[config.mk]
export PLATFORM = sky130hd
export DESIGN_NAME = cpu_top
export DESIGN_NICKNAME = d
export VERILOG_FILES = /design/src/common/cpu_isa_pkg.sv /design/src/common/cpu_ctrl_pkg.sv /design/src/logic/alu.sv /design/src/logic/register_file.sv /design/src/logic/address_unit.sv /design/src/sequencer/cpu_sequencer.sv /design/src/logic/cpu_top.sv
export SDC_FILE = /design/constraint.sdc
export NUM_CORES = 1
export LEC_CHECK = 0
export ABC_AREA = 1
export BUFFER_PORTS_ARGS = -buffer_cell sky130_fd_sc_hd__buf_2
export CAP_MARGIN = 10
export CORE_ASPECT_RATIO = 1.25
export CORE_MARGIN = 2
export CORE_UTILIZATION = 57
export DETAILED_ROUTE_END_ITERATION = 8
export GPL_ROUTABILITY_DRIVEN = 0
export PLACE_DENSITY = 0.74
export SYNTH_ARGS = -nofsm -noshare
export SYNTH_HDL_FRONTEND = slang
export SYNTH_SLANG_ARGS = --single-unit
[constraint.sdc]
create_clock -name clock_i -period 7.1 [get_ports clock_i]
set_input_delay 1.42 -clock clock_i [delete_from_list [all_inputs] [get_ports clock_i]]
set_output_delay 1.42 -clock clock_i [all_outputs]
set_load 0.02 [all_outputs]
[src/common/cpu_isa_pkg.sv]
package cpu_isa_pkg;

  localparam int DATA_W = 8;
  localparam int ADDR_W = 16;

  // Kept subset of the 6502 opcode map
  typedef enum logic [DATA_W-1:0] {
    OP_NOP     = 8'hEA,
    OP_SEC     = 8'h38,
    OP_CLC     = 8'h18,
    OP_LDA_IMM = 8'hA9,
    OP_LDX_IMM = 8'hA2,
    OP_LDY_IMM = 8'hA0,
    OP_LDA_ZP  = 8'hA5,
    OP_LDX_ZP  = 8'hA6,
    OP_LDY_ZP  = 8'hA4,
    OP_STA_ZP  = 8'h85,
    OP_ADC_IMM = 8'h69,
    OP_SBC_IMM = 8'hE9,
    OP_TAX     = 8'hAA,
    OP_TAY     = 8'hA8,
    OP_TXA     = 8'h8A,
    OP_TYA     = 8'h98,
    OP_TXS     = 8'h9A,
    OP_TSX     = 8'hBA,
    OP_LDA_ABS = 8'hAD,
    OP_JMP_ABS = 8'h4C
  } opcode_e;

  // Bit positions in the status register
  localparam int STATUS_CARRY    = 0;
  localparam int STATUS_ZERO     = 1;
  localparam int STATUS_OVERFLOW = 6;
  localparam int STATUS_NEGATIVE = 7;

  // Low byte of the start vector, high byte follows
  localparam logic [ADDR_W-1:0] RESET_VECTOR_ADDR = 16'hFFFC;

  localparam logic [DATA_W-1:0] STATUS_RESET = 8'b00110100;

endpackage

[src/common/cpu_ctrl_pkg.sv]
package cpu_ctrl_pkg;

  typedef enum logic [2:0] {
    FETCH,
    OPERAND,
    MEMORY,
    FINAL,
    VECTOR_LOW,
    VECTOR_HIGH
  } stage_e;

  typedef enum logic {
    ALU_ADC,
    ALU_SBC
  } alu_op_e;

  typedef enum logic [1:0] {
    REG_A,
    REG_X,
    REG_Y,
    REG_SP
  } reg_sel_e;

  // Value source of a register write
  typedef enum logic [1:0] {
    SRC_BUS,
    SRC_REG,
    SRC_ALU
  } src_sel_e;

  // Source of the next bus address, KEEP holds it during a stall
  typedef enum logic [2:0] {
    ADDR_KEEP,
    ADDR_PC_NEXT,
    ADDR_ZERO_PAGE,
    ADDR_HOLD,
    ADDR_VECTOR_HIGH
  } addr_sel_e;

endpackage

[src/logic/alu.sv]
`timescale 1ns/10ps

module alu (
  input  cpu_ctrl_pkg::alu_op_e          alu_op_i,
  input  logic [cpu_isa_pkg::DATA_W-1:0] a_i,
  input  logic [cpu_isa_pkg::DATA_W-1:0] b_i,
  input  logic                           carry_i,
  output logic [cpu_isa_pkg::DATA_W-1:0] result_o,
  output logic [2:0]                     flags_o
);

  logic [cpu_isa_pkg::DATA_W-1:0] operand;
  logic [cpu_isa_pkg::DATA_W:0]   sum;

  // Subtract is add of the inverted operand, carry acts as not-borrow
  assign operand = (alu_op_i == cpu_ctrl_pkg::ALU_SBC) ? ~b_i : b_i;

  assign sum = {1'b0, a_i} + {1'b0, operand} + {{cpu_isa_pkg::DATA_W{1'b0}}, carry_i};

  assign result_o = sum[cpu_isa_pkg::DATA_W-1:0];

  // N, Z, C from msb to lsb
  assign flags_o = {sum[cpu_isa_pkg::DATA_W-1],
                    (sum[cpu_isa_pkg::DATA_W-1:0] == '0),
                    sum[cpu_isa_pkg::DATA_W]};

endmodule

[src/logic/register_file.sv]
`timescale 1ns/10ps

module register_file (
  input  logic                           clock_i,
  input  logic                           reset_i,
  input  logic                           reg_we_i,
  input  cpu_ctrl_pkg::reg_sel_e         reg_dst_i,
  input  cpu_ctrl_pkg::src_sel_e         reg_src_i,
  input  cpu_ctrl_pkg::reg_sel_e         reg_copy_src_i,
  input  logic                           flag_load_nz_i,
  input  logic                           carry_we_i,
  input  logic                           carry_value_i,
  input  logic                           alu_flags_we_i,
  input  logic [cpu_isa_pkg::DATA_W-1:0] data_i,
  input  logic [cpu_isa_pkg::DATA_W-1:0] alu_result_i,
  input  logic [2:0]                     alu_flags_i,
  output logic [cpu_isa_pkg::DATA_W-1:0] accumulator_o,
  output logic                           carry_o
);

  logic [cpu_isa_pkg::DATA_W-1:0] accumulator;
  logic [cpu_isa_pkg::DATA_W-1:0] index_x;
  logic [cpu_isa_pkg::DATA_W-1:0] index_y;
  logic [cpu_isa_pkg::DATA_W-1:0] stack_pointer;
  logic [cpu_isa_pkg::DATA_W-1:0] status;
  logic [cpu_isa_pkg::DATA_W-1:0] copy_value;
  logic [cpu_isa_pkg::DATA_W-1:0] write_value;

  always_comb begin
    case (reg_copy_src_i)
      cpu_ctrl_pkg::REG_A: copy_value = accumulator;
      cpu_ctrl_pkg::REG_X: copy_value = index_x;
      cpu_ctrl_pkg::REG_Y: copy_value = index_y;
      default:             copy_value = stack_pointer;
    endcase
    case (reg_src_i)
      cpu_ctrl_pkg::SRC_REG: write_value = copy_value;
      cpu_ctrl_pkg::SRC_ALU: write_value = alu_result_i;
      default:               write_value = data_i;
    endcase
  end

  always_ff @(posedge clock_i) begin
    if (reset_i) begin
      accumulator   <= '0;
      index_x       <= '0;
      index_y       <= '0;
      stack_pointer <= '0;
      status        <= cpu_isa_pkg::STATUS_RESET;
    end else begin
      if (reg_we_i) begin
        case (reg_dst_i)
          cpu_ctrl_pkg::REG_A: accumulator <= write_value;
          cpu_ctrl_pkg::REG_X: index_x <= write_value;
          cpu_ctrl_pkg::REG_Y: index_y <= write_value;
          default:             stack_pointer <= write_value;
        endcase
      end
      if (flag_load_nz_i) begin
        status[cpu_isa_pkg::STATUS_ZERO]     <= (write_value == '0);
        status[cpu_isa_pkg::STATUS_NEGATIVE] <= write_value[cpu_isa_pkg::DATA_W-1];
      end
      if (carry_we_i) begin
        status[cpu_isa_pkg::STATUS_CARRY] <= carry_value_i;
      end
      if (alu_flags_we_i) begin
        status[cpu_isa_pkg::STATUS_CARRY]    <= alu_flags_i[0];
        status[cpu_isa_pkg::STATUS_ZERO]     <= alu_flags_i[1];
        status[cpu_isa_pkg::STATUS_NEGATIVE] <= alu_flags_i[2];
        // No overflow detection
        status[cpu_isa_pkg::STATUS_OVERFLOW] <= 1'b0;
      end
    end
  end

  assign accumulator_o = accumulator;
  assign carry_o       = status[cpu_isa_pkg::STATUS_CARRY];

endmodule

[src/logic/address_unit.sv]
`timescale 1ns/10ps

module address_unit (
  input  logic                           clock_i,
  input  logic                           reset_i,
  input  logic                           pc_inc_i,
  input  logic                           pc_load_low_i,
  input  logic                           pc_load_high_i,
  input  cpu_ctrl_pkg::addr_sel_e        addr_sel_i,
  input  logic                           hold_we_i,
  input  logic                           bus_read_i,
  input  logic                           bus_write_i,
  input  logic [cpu_isa_pkg::DATA_W-1:0] data_i,
  input  logic [cpu_isa_pkg::DATA_W-1:0] accumulator_i,
  output logic [cpu_isa_pkg::ADDR_W-1:0] address_o,
  output logic [cpu_isa_pkg::DATA_W-1:0] data_o,
  output logic                           bus_read_o,
  output logic                           bus_write_o
);

  localparam int PAGE_W = cpu_isa_pkg::ADDR_W - cpu_isa_pkg::DATA_W;

  logic [cpu_isa_pkg::ADDR_W-1:0] pc;
  logic [cpu_isa_pkg::ADDR_W-1:0] pc_next;
  logic [cpu_isa_pkg::DATA_W-1:0] hold;
  logic [cpu_isa_pkg::ADDR_W-1:0] next_address;

  assign pc_next = pc + cpu_isa_pkg::ADDR_W'(1);

  always_comb begin
    case (addr_sel_i)
      cpu_ctrl_pkg::ADDR_PC_NEXT:     next_address = pc_next;
      cpu_ctrl_pkg::ADDR_ZERO_PAGE:   next_address = {{PAGE_W{1'b0}}, data_i};
      // High byte arrives on the bus, low byte was held
      cpu_ctrl_pkg::ADDR_HOLD:        next_address = {data_i, hold};
      cpu_ctrl_pkg::ADDR_VECTOR_HIGH:
        next_address = cpu_isa_pkg::RESET_VECTOR_ADDR + cpu_isa_pkg::ADDR_W'(1);
      default:                        next_address = address_o;
    endcase
  end

  always_ff @(posedge clock_i) begin
    if (reset_i) begin
      pc          <= cpu_isa_pkg::RESET_VECTOR_ADDR;
      address_o   <= cpu_isa_pkg::RESET_VECTOR_ADDR;
      bus_read_o  <= 1'b1;
      bus_write_o <= 1'b0;
    end else begin
      address_o   <= next_address;
      bus_read_o  <= bus_read_i;
      bus_write_o <= bus_write_i;
      if (pc_inc_i) begin
        pc <= pc_next;
      end else begin
        if (pc_load_low_i) begin
          pc[cpu_isa_pkg::DATA_W-1:0] <= data_i;
        end
        if (pc_load_high_i) begin
          pc[cpu_isa_pkg::ADDR_W-1:cpu_isa_pkg::DATA_W] <= data_i;
        end
      end
    end
  end

  always_ff @(posedge clock_i) begin
    if (hold_we_i) begin
      hold <= data_i;
    end
    if (bus_write_i) begin
      data_o <= accumulator_i;
    end
  end

endmodule

[src/sequencer/cpu_sequencer.sv]
`timescale 1ns/10ps

module cpu_sequencer (
  input  logic                           clock_i,
  input  logic                           reset_i,
  input  logic [cpu_isa_pkg::DATA_W-1:0] data_i,
  input  logic                           data_valid_i,
  output logic                           reg_we_o,
  output cpu_ctrl_pkg::reg_sel_e         reg_dst_o,
  output cpu_ctrl_pkg::src_sel_e         reg_src_o,
  output cpu_ctrl_pkg::reg_sel_e         reg_copy_src_o,
  output logic                           flag_load_nz_o,
  output logic                           carry_we_o,
  output logic                           carry_value_o,
  output logic                           alu_flags_we_o,
  output cpu_ctrl_pkg::alu_op_e          alu_op_o,
  output logic                           pc_inc_o,
  output logic                           pc_load_low_o,
  output logic                           pc_load_high_o,
  output cpu_ctrl_pkg::addr_sel_e        addr_sel_o,
  output logic                           hold_we_o,
  output logic                           bus_read_o,
  output logic                           bus_write_o
);

  cpu_ctrl_pkg::stage_e stage;
  cpu_ctrl_pkg::stage_e next_stage;
  cpu_isa_pkg::opcode_e opcode;
  logic                 opcode_we;
  logic                 needs_byte;
  logic                 step_pc;
  logic                 finish;

  // Opcodes followed by at least one operand byte
  function automatic logic has_operand(cpu_isa_pkg::opcode_e op);
    case (op)
      cpu_isa_pkg::OP_LDA_IMM, cpu_isa_pkg::OP_LDX_IMM, cpu_isa_pkg::OP_LDY_IMM,
      cpu_isa_pkg::OP_LDA_ZP, cpu_isa_pkg::OP_LDX_ZP, cpu_isa_pkg::OP_LDY_ZP,
      cpu_isa_pkg::OP_STA_ZP, cpu_isa_pkg::OP_ADC_IMM, cpu_isa_pkg::OP_SBC_IMM,
      cpu_isa_pkg::OP_LDA_ABS, cpu_isa_pkg::OP_JMP_ABS: return 1'b1;
      default: return 1'b0;
    endcase
  endfunction

  function automatic cpu_ctrl_pkg::reg_sel_e load_dst(cpu_isa_pkg::opcode_e op);
    case (op)
      cpu_isa_pkg::OP_LDX_IMM, cpu_isa_pkg::OP_LDX_ZP: return cpu_ctrl_pkg::REG_X;
      cpu_isa_pkg::OP_LDY_IMM, cpu_isa_pkg::OP_LDY_ZP: return cpu_ctrl_pkg::REG_Y;
      default: return cpu_ctrl_pkg::REG_A;
    endcase
  endfunction

  always_ff @(posedge clock_i) begin
    if (reset_i) begin
      stage  <= cpu_ctrl_pkg::VECTOR_LOW;
      opcode <= cpu_isa_pkg::OP_NOP;
    end else begin
      stage <= next_stage;
      if (opcode_we) begin
        opcode <= cpu_isa_pkg::opcode_e'(data_i);
      end
    end
  end

  // Implied operations and the STA tail run without a byte
  always_comb begin
    case (stage)
      cpu_ctrl_pkg::OPERAND: needs_byte = has_operand(opcode);
      cpu_ctrl_pkg::MEMORY:  needs_byte = (opcode != cpu_isa_pkg::OP_STA_ZP);
      default:               needs_byte = 1'b1;
    endcase
  end

  assign alu_op_o = (opcode == cpu_isa_pkg::OP_SBC_IMM) ? cpu_ctrl_pkg::ALU_SBC
                                                        : cpu_ctrl_pkg::ALU_ADC;

  always_comb begin
    next_stage     = stage;
    opcode_we      = 1'b0;
    step_pc        = 1'b0;
    finish         = 1'b0;
    reg_we_o       = 1'b0;
    reg_dst_o      = cpu_ctrl_pkg::REG_A;
    reg_src_o      = cpu_ctrl_pkg::SRC_BUS;
    reg_copy_src_o = cpu_ctrl_pkg::REG_A;
    flag_load_nz_o = 1'b0;
    carry_we_o     = 1'b0;
    carry_value_o  = 1'b0;
    alu_flags_we_o = 1'b0;
    pc_inc_o       = 1'b0;
    pc_load_low_o  = 1'b0;
    pc_load_high_o = 1'b0;
    addr_sel_o     = cpu_ctrl_pkg::ADDR_KEEP;
    hold_we_o      = 1'b0;
    bus_read_o     = 1'b0;
    bus_write_o    = 1'b0;

    if (needs_byte && !data_valid_i) begin
      // Stall with the read request and address held
      bus_read_o = 1'b1;
    end else begin
      case (stage)
        cpu_ctrl_pkg::FETCH: begin
          opcode_we  = 1'b1;
          next_stage = cpu_ctrl_pkg::OPERAND;
          step_pc    = has_operand(cpu_isa_pkg::opcode_e'(data_i));
        end
        cpu_ctrl_pkg::OPERAND: begin
          case (opcode)
            cpu_isa_pkg::OP_LDA_IMM, cpu_isa_pkg::OP_LDX_IMM, cpu_isa_pkg::OP_LDY_IMM: begin
              reg_we_o       = 1'b1;
              reg_dst_o      = load_dst(opcode);
              flag_load_nz_o = 1'b1;
              finish         = 1'b1;
            end
            cpu_isa_pkg::OP_ADC_IMM, cpu_isa_pkg::OP_SBC_IMM: begin
              reg_we_o       = 1'b1;
              reg_src_o      = cpu_ctrl_pkg::SRC_ALU;
              alu_flags_we_o = 1'b1;
              finish         = 1'b1;
            end
            cpu_isa_pkg::OP_LDA_ZP, cpu_isa_pkg::OP_LDX_ZP, cpu_isa_pkg::OP_LDY_ZP: begin
              addr_sel_o = cpu_ctrl_pkg::ADDR_ZERO_PAGE;
              bus_read_o = 1'b1;
              next_stage = cpu_ctrl_pkg::MEMORY;
            end
            cpu_isa_pkg::OP_STA_ZP: begin
              addr_sel_o  = cpu_ctrl_pkg::ADDR_ZERO_PAGE;
              bus_write_o = 1'b1;
              next_stage  = cpu_ctrl_pkg::MEMORY;
            end
            cpu_isa_pkg::OP_LDA_ABS, cpu_isa_pkg::OP_JMP_ABS: begin
              // Low address byte into hold, read the high byte
              hold_we_o     = 1'b1;
              pc_load_low_o = (opcode == cpu_isa_pkg::OP_JMP_ABS);
              addr_sel_o    = cpu_ctrl_pkg::ADDR_PC_NEXT;
              bus_read_o    = 1'b1;
              next_stage    = cpu_ctrl_pkg::MEMORY;
            end
            cpu_isa_pkg::OP_SEC, cpu_isa_pkg::OP_CLC: begin
              carry_we_o    = 1'b1;
              carry_value_o = (opcode == cpu_isa_pkg::OP_SEC);
              finish        = 1'b1;
            end
            cpu_isa_pkg::OP_TAX, cpu_isa_pkg::OP_TAY, cpu_isa_pkg::OP_TXA,
            cpu_isa_pkg::OP_TYA, cpu_isa_pkg::OP_TXS, cpu_isa_pkg::OP_TSX: begin
              reg_we_o       = 1'b1;
              reg_src_o      = cpu_ctrl_pkg::SRC_REG;
              flag_load_nz_o = (opcode != cpu_isa_pkg::OP_TXS);
              finish         = 1'b1;
              case (opcode)
                cpu_isa_pkg::OP_TAX: reg_dst_o = cpu_ctrl_pkg::REG_X;
                cpu_isa_pkg::OP_TAY: reg_dst_o = cpu_ctrl_pkg::REG_Y;
                cpu_isa_pkg::OP_TXA: reg_copy_src_o = cpu_ctrl_pkg::REG_X;
                cpu_isa_pkg::OP_TYA: reg_copy_src_o = cpu_ctrl_pkg::REG_Y;
                cpu_isa_pkg::OP_TXS: begin
                  reg_dst_o      = cpu_ctrl_pkg::REG_SP;
                  reg_copy_src_o = cpu_ctrl_pkg::REG_X;
                end
                default: begin
                  reg_dst_o      = cpu_ctrl_pkg::REG_X;
                  reg_copy_src_o = cpu_ctrl_pkg::REG_SP;
                end
              endcase
            end
            // NOP and unknown codes
            default: finish = 1'b1;
          endcase
        end
        cpu_ctrl_pkg::MEMORY: begin
          case (opcode)
            cpu_isa_pkg::OP_LDA_ZP, cpu_isa_pkg::OP_LDX_ZP, cpu_isa_pkg::OP_LDY_ZP: begin
              reg_we_o       = 1'b1;
              reg_dst_o      = load_dst(opcode);
              flag_load_nz_o = 1'b1;
              finish         = 1'b1;
            end
            cpu_isa_pkg::OP_LDA_ABS: begin
              pc_inc_o   = 1'b1;
              addr_sel_o = cpu_ctrl_pkg::ADDR_HOLD;
              bus_read_o = 1'b1;
              next_stage = cpu_ctrl_pkg::FINAL;
            end
            cpu_isa_pkg::OP_JMP_ABS: begin
              pc_load_high_o = 1'b1;
              addr_sel_o     = cpu_ctrl_pkg::ADDR_HOLD;
              bus_read_o     = 1'b1;
              next_stage     = cpu_ctrl_pkg::FETCH;
            end
            default: finish = 1'b1;
          endcase
        end
        cpu_ctrl_pkg::FINAL: begin
          reg_we_o       = 1'b1;
          flag_load_nz_o = 1'b1;
          finish         = 1'b1;
        end
        cpu_ctrl_pkg::VECTOR_LOW: begin
          hold_we_o     = 1'b1;
          pc_load_low_o = 1'b1;
          addr_sel_o    = cpu_ctrl_pkg::ADDR_VECTOR_HIGH;
          bus_read_o    = 1'b1;
          next_stage    = cpu_ctrl_pkg::VECTOR_HIGH;
        end
        cpu_ctrl_pkg::VECTOR_HIGH: begin
          pc_load_high_o = 1'b1;
          addr_sel_o     = cpu_ctrl_pkg::ADDR_HOLD;
          bus_read_o     = 1'b1;
          next_stage     = cpu_ctrl_pkg::FETCH;
        end
        default: finish = 1'b1;
      endcase
    end

    // Common tail: step to the next program byte and read it
    if (finish) begin
      step_pc    = 1'b1;
      next_stage = cpu_ctrl_pkg::FETCH;
    end
    if (step_pc) begin
      pc_inc_o   = 1'b1;
      addr_sel_o = cpu_ctrl_pkg::ADDR_PC_NEXT;
      bus_read_o = 1'b1;
    end
  end

endmodule

[src/logic/cpu_top.sv]
`timescale 1ns/10ps

module cpu_top (
  input  logic                           clock_i,
  input  logic                           reset_i,
  input  logic [cpu_isa_pkg::DATA_W-1:0] data_i,
  input  logic                           data_valid_i,
  output logic [cpu_isa_pkg::ADDR_W-1:0] address_o,
  output logic [cpu_isa_pkg::DATA_W-1:0] data_o,
  output logic                           bus_read_o,
  output logic                           bus_write_o
);

  logic                           reg_we;
  cpu_ctrl_pkg::reg_sel_e         reg_dst;
  cpu_ctrl_pkg::src_sel_e         reg_src;
  cpu_ctrl_pkg::reg_sel_e         reg_copy_src;
  logic                           flag_load_nz;
  logic                           carry_we;
  logic                           carry_value;
  logic                           alu_flags_we;
  cpu_ctrl_pkg::alu_op_e          alu_op;
  logic                           pc_inc;
  logic                           pc_load_low;
  logic                           pc_load_high;
  cpu_ctrl_pkg::addr_sel_e        addr_sel;
  logic                           hold_we;
  logic                           bus_read;
  logic                           bus_write;
  logic [cpu_isa_pkg::DATA_W-1:0] accumulator;
  logic                           carry;
  logic [cpu_isa_pkg::DATA_W-1:0] alu_result;
  logic [2:0]                     alu_flags;

  cpu_sequencer sequencer0 (
    .clock_i        (clock_i),
    .reset_i        (reset_i),
    .data_i         (data_i),
    .data_valid_i   (data_valid_i),
    .reg_we_o       (reg_we),
    .reg_dst_o      (reg_dst),
    .reg_src_o      (reg_src),
    .reg_copy_src_o (reg_copy_src),
    .flag_load_nz_o (flag_load_nz),
    .carry_we_o     (carry_we),
    .carry_value_o  (carry_value),
    .alu_flags_we_o (alu_flags_we),
    .alu_op_o       (alu_op),
    .pc_inc_o       (pc_inc),
    .pc_load_low_o  (pc_load_low),
    .pc_load_high_o (pc_load_high),
    .addr_sel_o     (addr_sel),
    .hold_we_o      (hold_we),
    .bus_read_o     (bus_read),
    .bus_write_o    (bus_write)
  );

  alu alu0 (
    .alu_op_i (alu_op),
    .a_i      (accumulator),
    .b_i      (data_i),
    .carry_i  (carry),
    .result_o (alu_result),
    .flags_o  (alu_flags)
  );

  register_file register_file0 (
    .clock_i        (clock_i),
    .reset_i        (reset_i),
    .reg_we_i       (reg_we),
    .reg_dst_i      (reg_dst),
    .reg_src_i      (reg_src),
    .reg_copy_src_i (reg_copy_src),
    .flag_load_nz_i (flag_load_nz),
    .carry_we_i     (carry_we),
    .carry_value_i  (carry_value),
    .alu_flags_we_i (alu_flags_we),
    .data_i         (data_i),
    .alu_result_i   (alu_result),
    .alu_flags_i    (alu_flags),
    .accumulator_o  (accumulator),
    .carry_o        (carry)
  );

  address_unit address_unit0 (
    .clock_i        (clock_i),
    .reset_i        (reset_i),
    .pc_inc_i       (pc_inc),
    .pc_load_low_i  (pc_load_low),
    .pc_load_high_i (pc_load_high),
    .addr_sel_i     (addr_sel),
    .hold_we_i      (hold_we),
    .bus_read_i     (bus_read),
    .bus_write_i    (bus_write),
    .data_i         (data_i),
    .accumulator_i  (accumulator),
    .address_o      (address_o),
    .data_o         (data_o),
    .bus_read_o     (bus_read_o),
    .bus_write_o    (bus_write_o)
  );

endmodule

* Yosys cells after proc, flatten, opt, wreduce, memory -nomap -nowiden
Cells that the tools add are included.
** Word-level totals
- Register bits after elaboration :: 94
- Word-level logic and storage cells :: 187
- Output and inout port bits :: 26
- Input bits :: 11
** Operators by class
- Bitwise logic cells :: 3
- $add $sub $neg :: 3
- Mux-type cells :: 76
- Equal/unequal tests :: 51
- Reduce and logical (&&, ||, !) cells :: 39
** Operator list (count)
- equality test 8 bit, second input constant :: 24
- one-hot mux 16 bit (4 select lines) :: 1
- 2-to-1 mux 1 bit :: 39
- OR reduction 11 bit :: 3
- equality test 8 x 7 -> 1 bit, second input constant :: 4
- 2-to-1 mux 8 bit :: 3
- one-hot mux 8 bit (3 select lines) :: 1
- one-hot mux 2 bit (2 select lines) :: 5
- OR reduction 2 bit :: 10
- adder 16 x 1 -> 16 bit, second input constant :: 1
- 2-to-1 mux 16 bit :: 1
- 2-to-1 mux 2 bit :: 8
- one-hot mux 8 bit (2 select lines) :: 1
- 2-to-1 mux 3 bit :: 5
- one-hot mux 3 bit (5 select lines) :: 1
- OR reduction 3 bit :: 5
- equality test 3 x 2 -> 1 bit, second input constant :: 4
- one-hot mux 2 bit (3 select lines) :: 2
- one-hot mux 3 bit (4 select lines) :: 1
- OR reduction 6 bit :: 2
- adder 8 x 8 -> 9 bit :: 1
- adder 9 x 1 -> 9 bit :: 1
- equality test 3 bit, second input constant :: 3
- one-hot mux 1 bit (3 select lines) :: 3
- 26 further kinds :: 43

* Depth between registers and ports, before layout
- Depth after elaboration :: 10
- Depth in mapped cells :: 22
- Mapped depth without buffers :: 21

* By module
Synthesis repeated with hierarchy kept, for this count alone.
** Second synthesis, totals
- Cell total of the unflattened synthesis :: 893
- Area, all modules :: 5997.0 um^2
** By module, submodules not included
- address_unit :: cells an instance 348, instances 1, area each 2586.2 um^2, sequential area each 1161.1 um^2
- register_file :: cells an instance 227, instances 1, area each 1672.9 um^2, sequential area each 660.6 um^2
- cpu_sequencer :: cells an instance 221, instances 1, area each 1206.2 um^2, sequential area each 220.2 um^2
- alu :: cells an instance 97, instances 1, area each 531.8 um^2, sequential area each 0.0 um^2

* Least setup slack after synthesis
OpenSTA, ideal clock, no wires.
- Path type :: input -> register
- Start point :: input data_i[0] (netlist name)
- End point :: register register_file0.index_y[6] (netlist name)
- Path buffers :: 1
- Data arrival time :: 3.273 ns
- Data required time :: 7.030 ns
- Library setup time :: 0.070 ns
- Slack :: 3.757 ns
- Stages :: 16
- Path through :: clkbuf_2 > xor2_1 > fa_1 > inv_1 > fa_1 > nand3_1 > nand3_1 > nand2_1 > nand2_1 > a21oi_1 > nor2_1 > o21ai_0 > inv_1 > nand2_1 > nand2_1 > a21oi_1
** Between the ends
- Word-level cells in the longest chain between the ends :: 5
** RTL lines
- start: declaration :: RTL line cpu_top.sv:6 : input logic [cpu_isa_pkg::DATA_W-1:0] data_i,
- NOT 8 bit :: RTL line alu.sv:16 : assign operand = (alu_op_i == cpu_ctrl_pkg::ALU_SBC) ? ~b_i : b_i;
- 2-to-1 mux 8 bit (*) :: RTL line alu.sv:16
- adder 8 x 8 -> 9 bit (*) :: RTL line alu.sv:18 : assign sum = {1'b0, a_i} + {1'b0, operand} + {{cpu_isa_pkg::DATA_W{1'b0}}, carry_i};
- adder 9 x 1 -> 9 bit (*) :: RTL line alu.sv:18
- one-hot mux 8 bit (2 select lines) (*) :: RTL line register_file.sv:36 : case (reg_src_i)
- end signal: assignment :: RTL line register_file.sv:55 : cpu_ctrl_pkg::REG_Y: index_y <= write_value;
- end: declaration :: RTL line register_file.sv:23 : logic [cpu_isa_pkg::DATA_W-1:0] index_y;
Mark *: on every way between the ends. The rest lies on a longest branch, timed or not.
A chain may end at the register's enable or synchronous reset.

* Final worst setup path
- Start point :: register sequencer0.opcode[2]
- End point :: register register_file0.status[0] (netlist name)
** Between the ends
- Word-level cells in the longest chain between the ends :: 8
- Elaborated cells between the ends (all ways) :: 36
- Those cells by class :: add/sub: 2; eq/ne: 14; mux: 15; reduce/logical: 5
** RTL lines
- start: declaration :: RTL line cpu_sequencer.sv:28 : cpu_isa_pkg::opcode_e opcode;
- start signal: assignment :: RTL line cpu_sequencer.sv:56 : opcode <= cpu_isa_pkg::OP_NOP;
- start signal: assignment :: RTL line cpu_sequencer.sv:60 : opcode <= cpu_isa_pkg::opcode_e'(data_i);
- parallel branches: the longest is 8 deep, another holds adder 8 x 8 -> 9 bit
- end signal: indexed assignment :: RTL line register_file.sv:64 : status[cpu_isa_pkg::STATUS_CARRY] <= carry_value_i;
- end signal: indexed assignment :: RTL line register_file.sv:67 : status[cpu_isa_pkg::STATUS_CARRY] <= alu_flags_i[0];
- end signal: indexed assignment :: RTL line register_file.sv:68 : status[cpu_isa_pkg::STATUS_ZERO] <= alu_flags_i[1];
- end: declaration :: RTL line register_file.sv:25 : logic [cpu_isa_pkg::DATA_W-1:0] status;
Parallel ways; which one is timed is not known. The select of a mux whose other input is x is not followed.

==> flow_summary.yaml <==
grt:
  grt_usage_pct: 29.7
  grt_pass1_wl_um: 25200
  gr-total-overflow: 0
  grt_pass1_vias: 5291
  grt_max_degree: 38
  grt_antenna_before_repair: 0
place:
  dp_hpwl_um: 11400
  placed_cells: 970
  io_buffers: 36
critical_path:
  path_cells: "inv_2 -> nand2_1 -> nor2_1 -> nand4_1 -> xor2_1 -> fa_1 -> inv_1 -> fa_1 -> nand3_1 -> nand3_1 -> nand2_1 -> nand2_1 -> a21oi_1 -> nor2_1 -> o21ai_0 -> nand3b_1 -> o211a_1"
  worstPathRequired_ns: 7.34
  criticalPathCategory: "flip-flop to flip-flop"
  reg2reg_depth: 17
  start_kind: "flip-flop"
  crit_arrival_ns: 3.73
  cpMostUsedCell: "nand2_1"
  cp_max_fo: 8
  worstSetupEndpointType: "flip-flop"
  r2r-start: "sequencer0.opcode[2]"
  cpPeakStageDelay_ns: 0.50
  r2r-end: "register_file0.status[0]"
  rrSetupSlack_ns: 3.61
  cp_slowest_cell: "nand4_1"
hold_path:
  min_from: "register_file0.accumulator_o[0]"
  hold_path_depth: 0
  worstHoldPathType: "flip-flop to flip-flop"
  min_to: "address_unit0.data_o[0]"
die:
  row_count: 40
  start_util_pct: 58.7
  die_h_um: 115
  design.core.area_mm2: 0.00966
  ios: 37
  dieArea_mm2: 0.0108
  die_x_um: 93.2
routing:
  drc: 0
  drt_iter0_drc: 361
  wirelength_um: 15400
  via_per_inst: 5.63
  wl_per_cell_um: 15.6
  via_count: 5555
  drtPass1Iterations: 5
  final_antenna_net_count: 0
timing:
  setup_tns_ns: 0
  tightest_slew_ns: 0.875
  slew_violations: 0
  setup_viol: 0
  holdWs_ns: 0.469
  grt_setup_unrepaired: "no"
  fin_skew_ns: 0.00633
  finalCritPeriodShare_pct: 49.2
  min_period_ns: 3.49
  max_freq_ghz: 0.286
  hold_viol: 0
  slew_headroom_pct: 41.6
yosys:
  synth_common_cells: "nand2_1 (227), inv_1 (84), dfxtp_1 (78), o21ai_0 (71), a21oi_1 (67)"
  synth_top_area_share_pct: 27.5
  synth_area_leaders: "dfxtp_1 (28%), nand2_1 (15%), edfxtp_1 (8.5%)"
  syn_inst: 831
  synth_seq_area_share_pct: 36.0
  synth_nets: 854
  synth.cell_area_mm2: 0.00567
  synth_cell_type_count: 41
  synth_edf_count: 16
  ys.flop_type: "dfxtp_1"
  ys_seq_elements: 94
  synthArstFlopShare_pct: 0
  synth_top_cell_by_area: "dfxtp_1"
  syn_avg_cell_area_um2: 6.82
  ys_warn_count: 0
  yosysMostFrequentCell: "nand2_1"
layout:
  final_cells: 986
  diodes: 0
  synthToLayoutAreaGrowth_pct: 8.45
  layout.nets: 878
  fillers: 902
  drive_gt1_share_pct: 12.1
cts:
  clkSlewWorstSetupHoldPaths_ns: 0.07
  cts-resized-gates: 0
  clk_path_buf_depth: 2
  htree_levels: 3
  ctsRootBufferMaster: "clkbuf_16"
  clock_sinks: 94
  post_cts_buffers: 0
  hold_buffers: 0
  cts_tree: "done"
  clock_latency_ns: 0.35
  numCtsBuffers: 9
run:
  maxCapViolations: 0
power_and_ir_drop:
  power_leakage_nw: 2.98
  ir_drop_v: 0.000147
  p_per_area_mw_per_mm2: 252
run_status:
  status: "completed"
[stage by stage]
stage / util [%] / power (W) / instance area, µm² / setup slack, ns
detailed placement: 60.7 / 0.00109 / 5860 / 3.49
global route: 63.6 / 0.00164 / 6150 / 3.21
finish: 63.6 / 0.00155 / 6150 / 3.61
floorplan: - / 0.000979 / 5670 / 3.76
global placement: 60.7 / 0.00108 / 5860 / 3.58
CTS: 63.6 / 0.00155 / 6150 / 3.71
[power breakdown]
group	leakage, nW	total, W	switching, W	internal [W]
clock network	0.133	0.000464	0.000219	0.000244
registers	0.786	0.000646	0.0000437	0.000602
logic	2.06	0.000441	0.000312	0.000129
[sequential cells by signal, indices dropped and copies added, names as in the netlist]
register,flops
address_unit0.address_o,16
address_unit0.pc,16
address_unit0.data_o,8
address_unit0.hold,8
register_file0.accumulator_o,8
register_file0.index_x,8
register_file0.index_y,8
register_file0.stack_pointer,8
sequencer0.opcode,8
sequencer0.stage,3
address_unit0.bus_read_o,1
address_unit0.bus_write_o,1
register_file0.status,1
[worst max-delay path by stage]
| stage | from | end | slack, ns | depth (start not counted) |
|---|---|---|---|---|
| after floorplan | data_i[0] | register_file0.index_y[6] | 3.76 | 16 |
| after global placement | data_i[0] | register_file0.accumulator_o[6] | 3.58 | 16 |
| after detailed placement | data_i[0] | register_file0.status[0] | 3.49 | 14 |
| after CTS | sequencer0.opcode[2] | register_file0.accumulator_o[6] | 3.71 | 19 |
| after global routing | sequencer0.opcode[2] | register_file0.index_x[6] | 3.21 | 19 |
| final | sequencer0.opcode[2] | register_file0.status[0] | 3.61 | 17 |
[cells by family after synthesis]
| logic type | after synthesis | synth area share, % |
|---|---|---|
| AO/OA/AOI/OAI | 163 | 15.3 |
| XOR/XNOR | 22 | 3.40 |
| adder cells (fa/ha/maj) | 12 | 2.91 |
| buffers and inverters | 124 | 9.38 |
| flip-flops | 94 | 36.0 |
| AND/OR/NAND/NOR | 416 | 33.0 |
[metal layers]
metal  up-vias  routed length (µm)  track usage (%)
li1       2773                   -                -
met1      2551                6110             34.0
met2       191                7860             54.5
met3        40                 920             5.27
met4         0                 495             12.0
met5         -                   0                0
[critical path: cells and delay by family (launching register included)]
family	cells	cell delay, ns
xor gates and xnor gates	1	0.35
adders and majority gates	2	0.62
and+or+nand+nor	9	1.37
AOI/OAI and AO/OA	3	0.57
buffers and inverters	2	0.13
DFF	1	0.36
[cell usage in the layout (no fill, tap or decap), drive strengths merged]
cell and n:
edfxtp 16, nor2 76, nand3b 2, o211a 1
clkinvlp 2, nand4 22, clkbuf 10, and2 1
o211ai 4, xnor2 3, o21ai 86, buf 38
dfxtp 78, xor2 19, o22ai 1, ha 10
a21oi 68, a211oi 2, a31oi 1, or2 2
clkinv 1, fa 2, nand3 66, nor3 8
nand2 239, inv 102
[final cells by class]
class	instances	area, µm²	share of cell area (%)
clock buffers	10	229	3.72
clock inverters	6	55.1	0.896
inverters	99	374	6.09
multi-input cells	613	3090	50.3
flip-flops and latches	94	2040	33.2
well taps	126	158	2.56
repair buffers	38	195	3.18
Note: power is estimated with default switching activity, not from simulation.
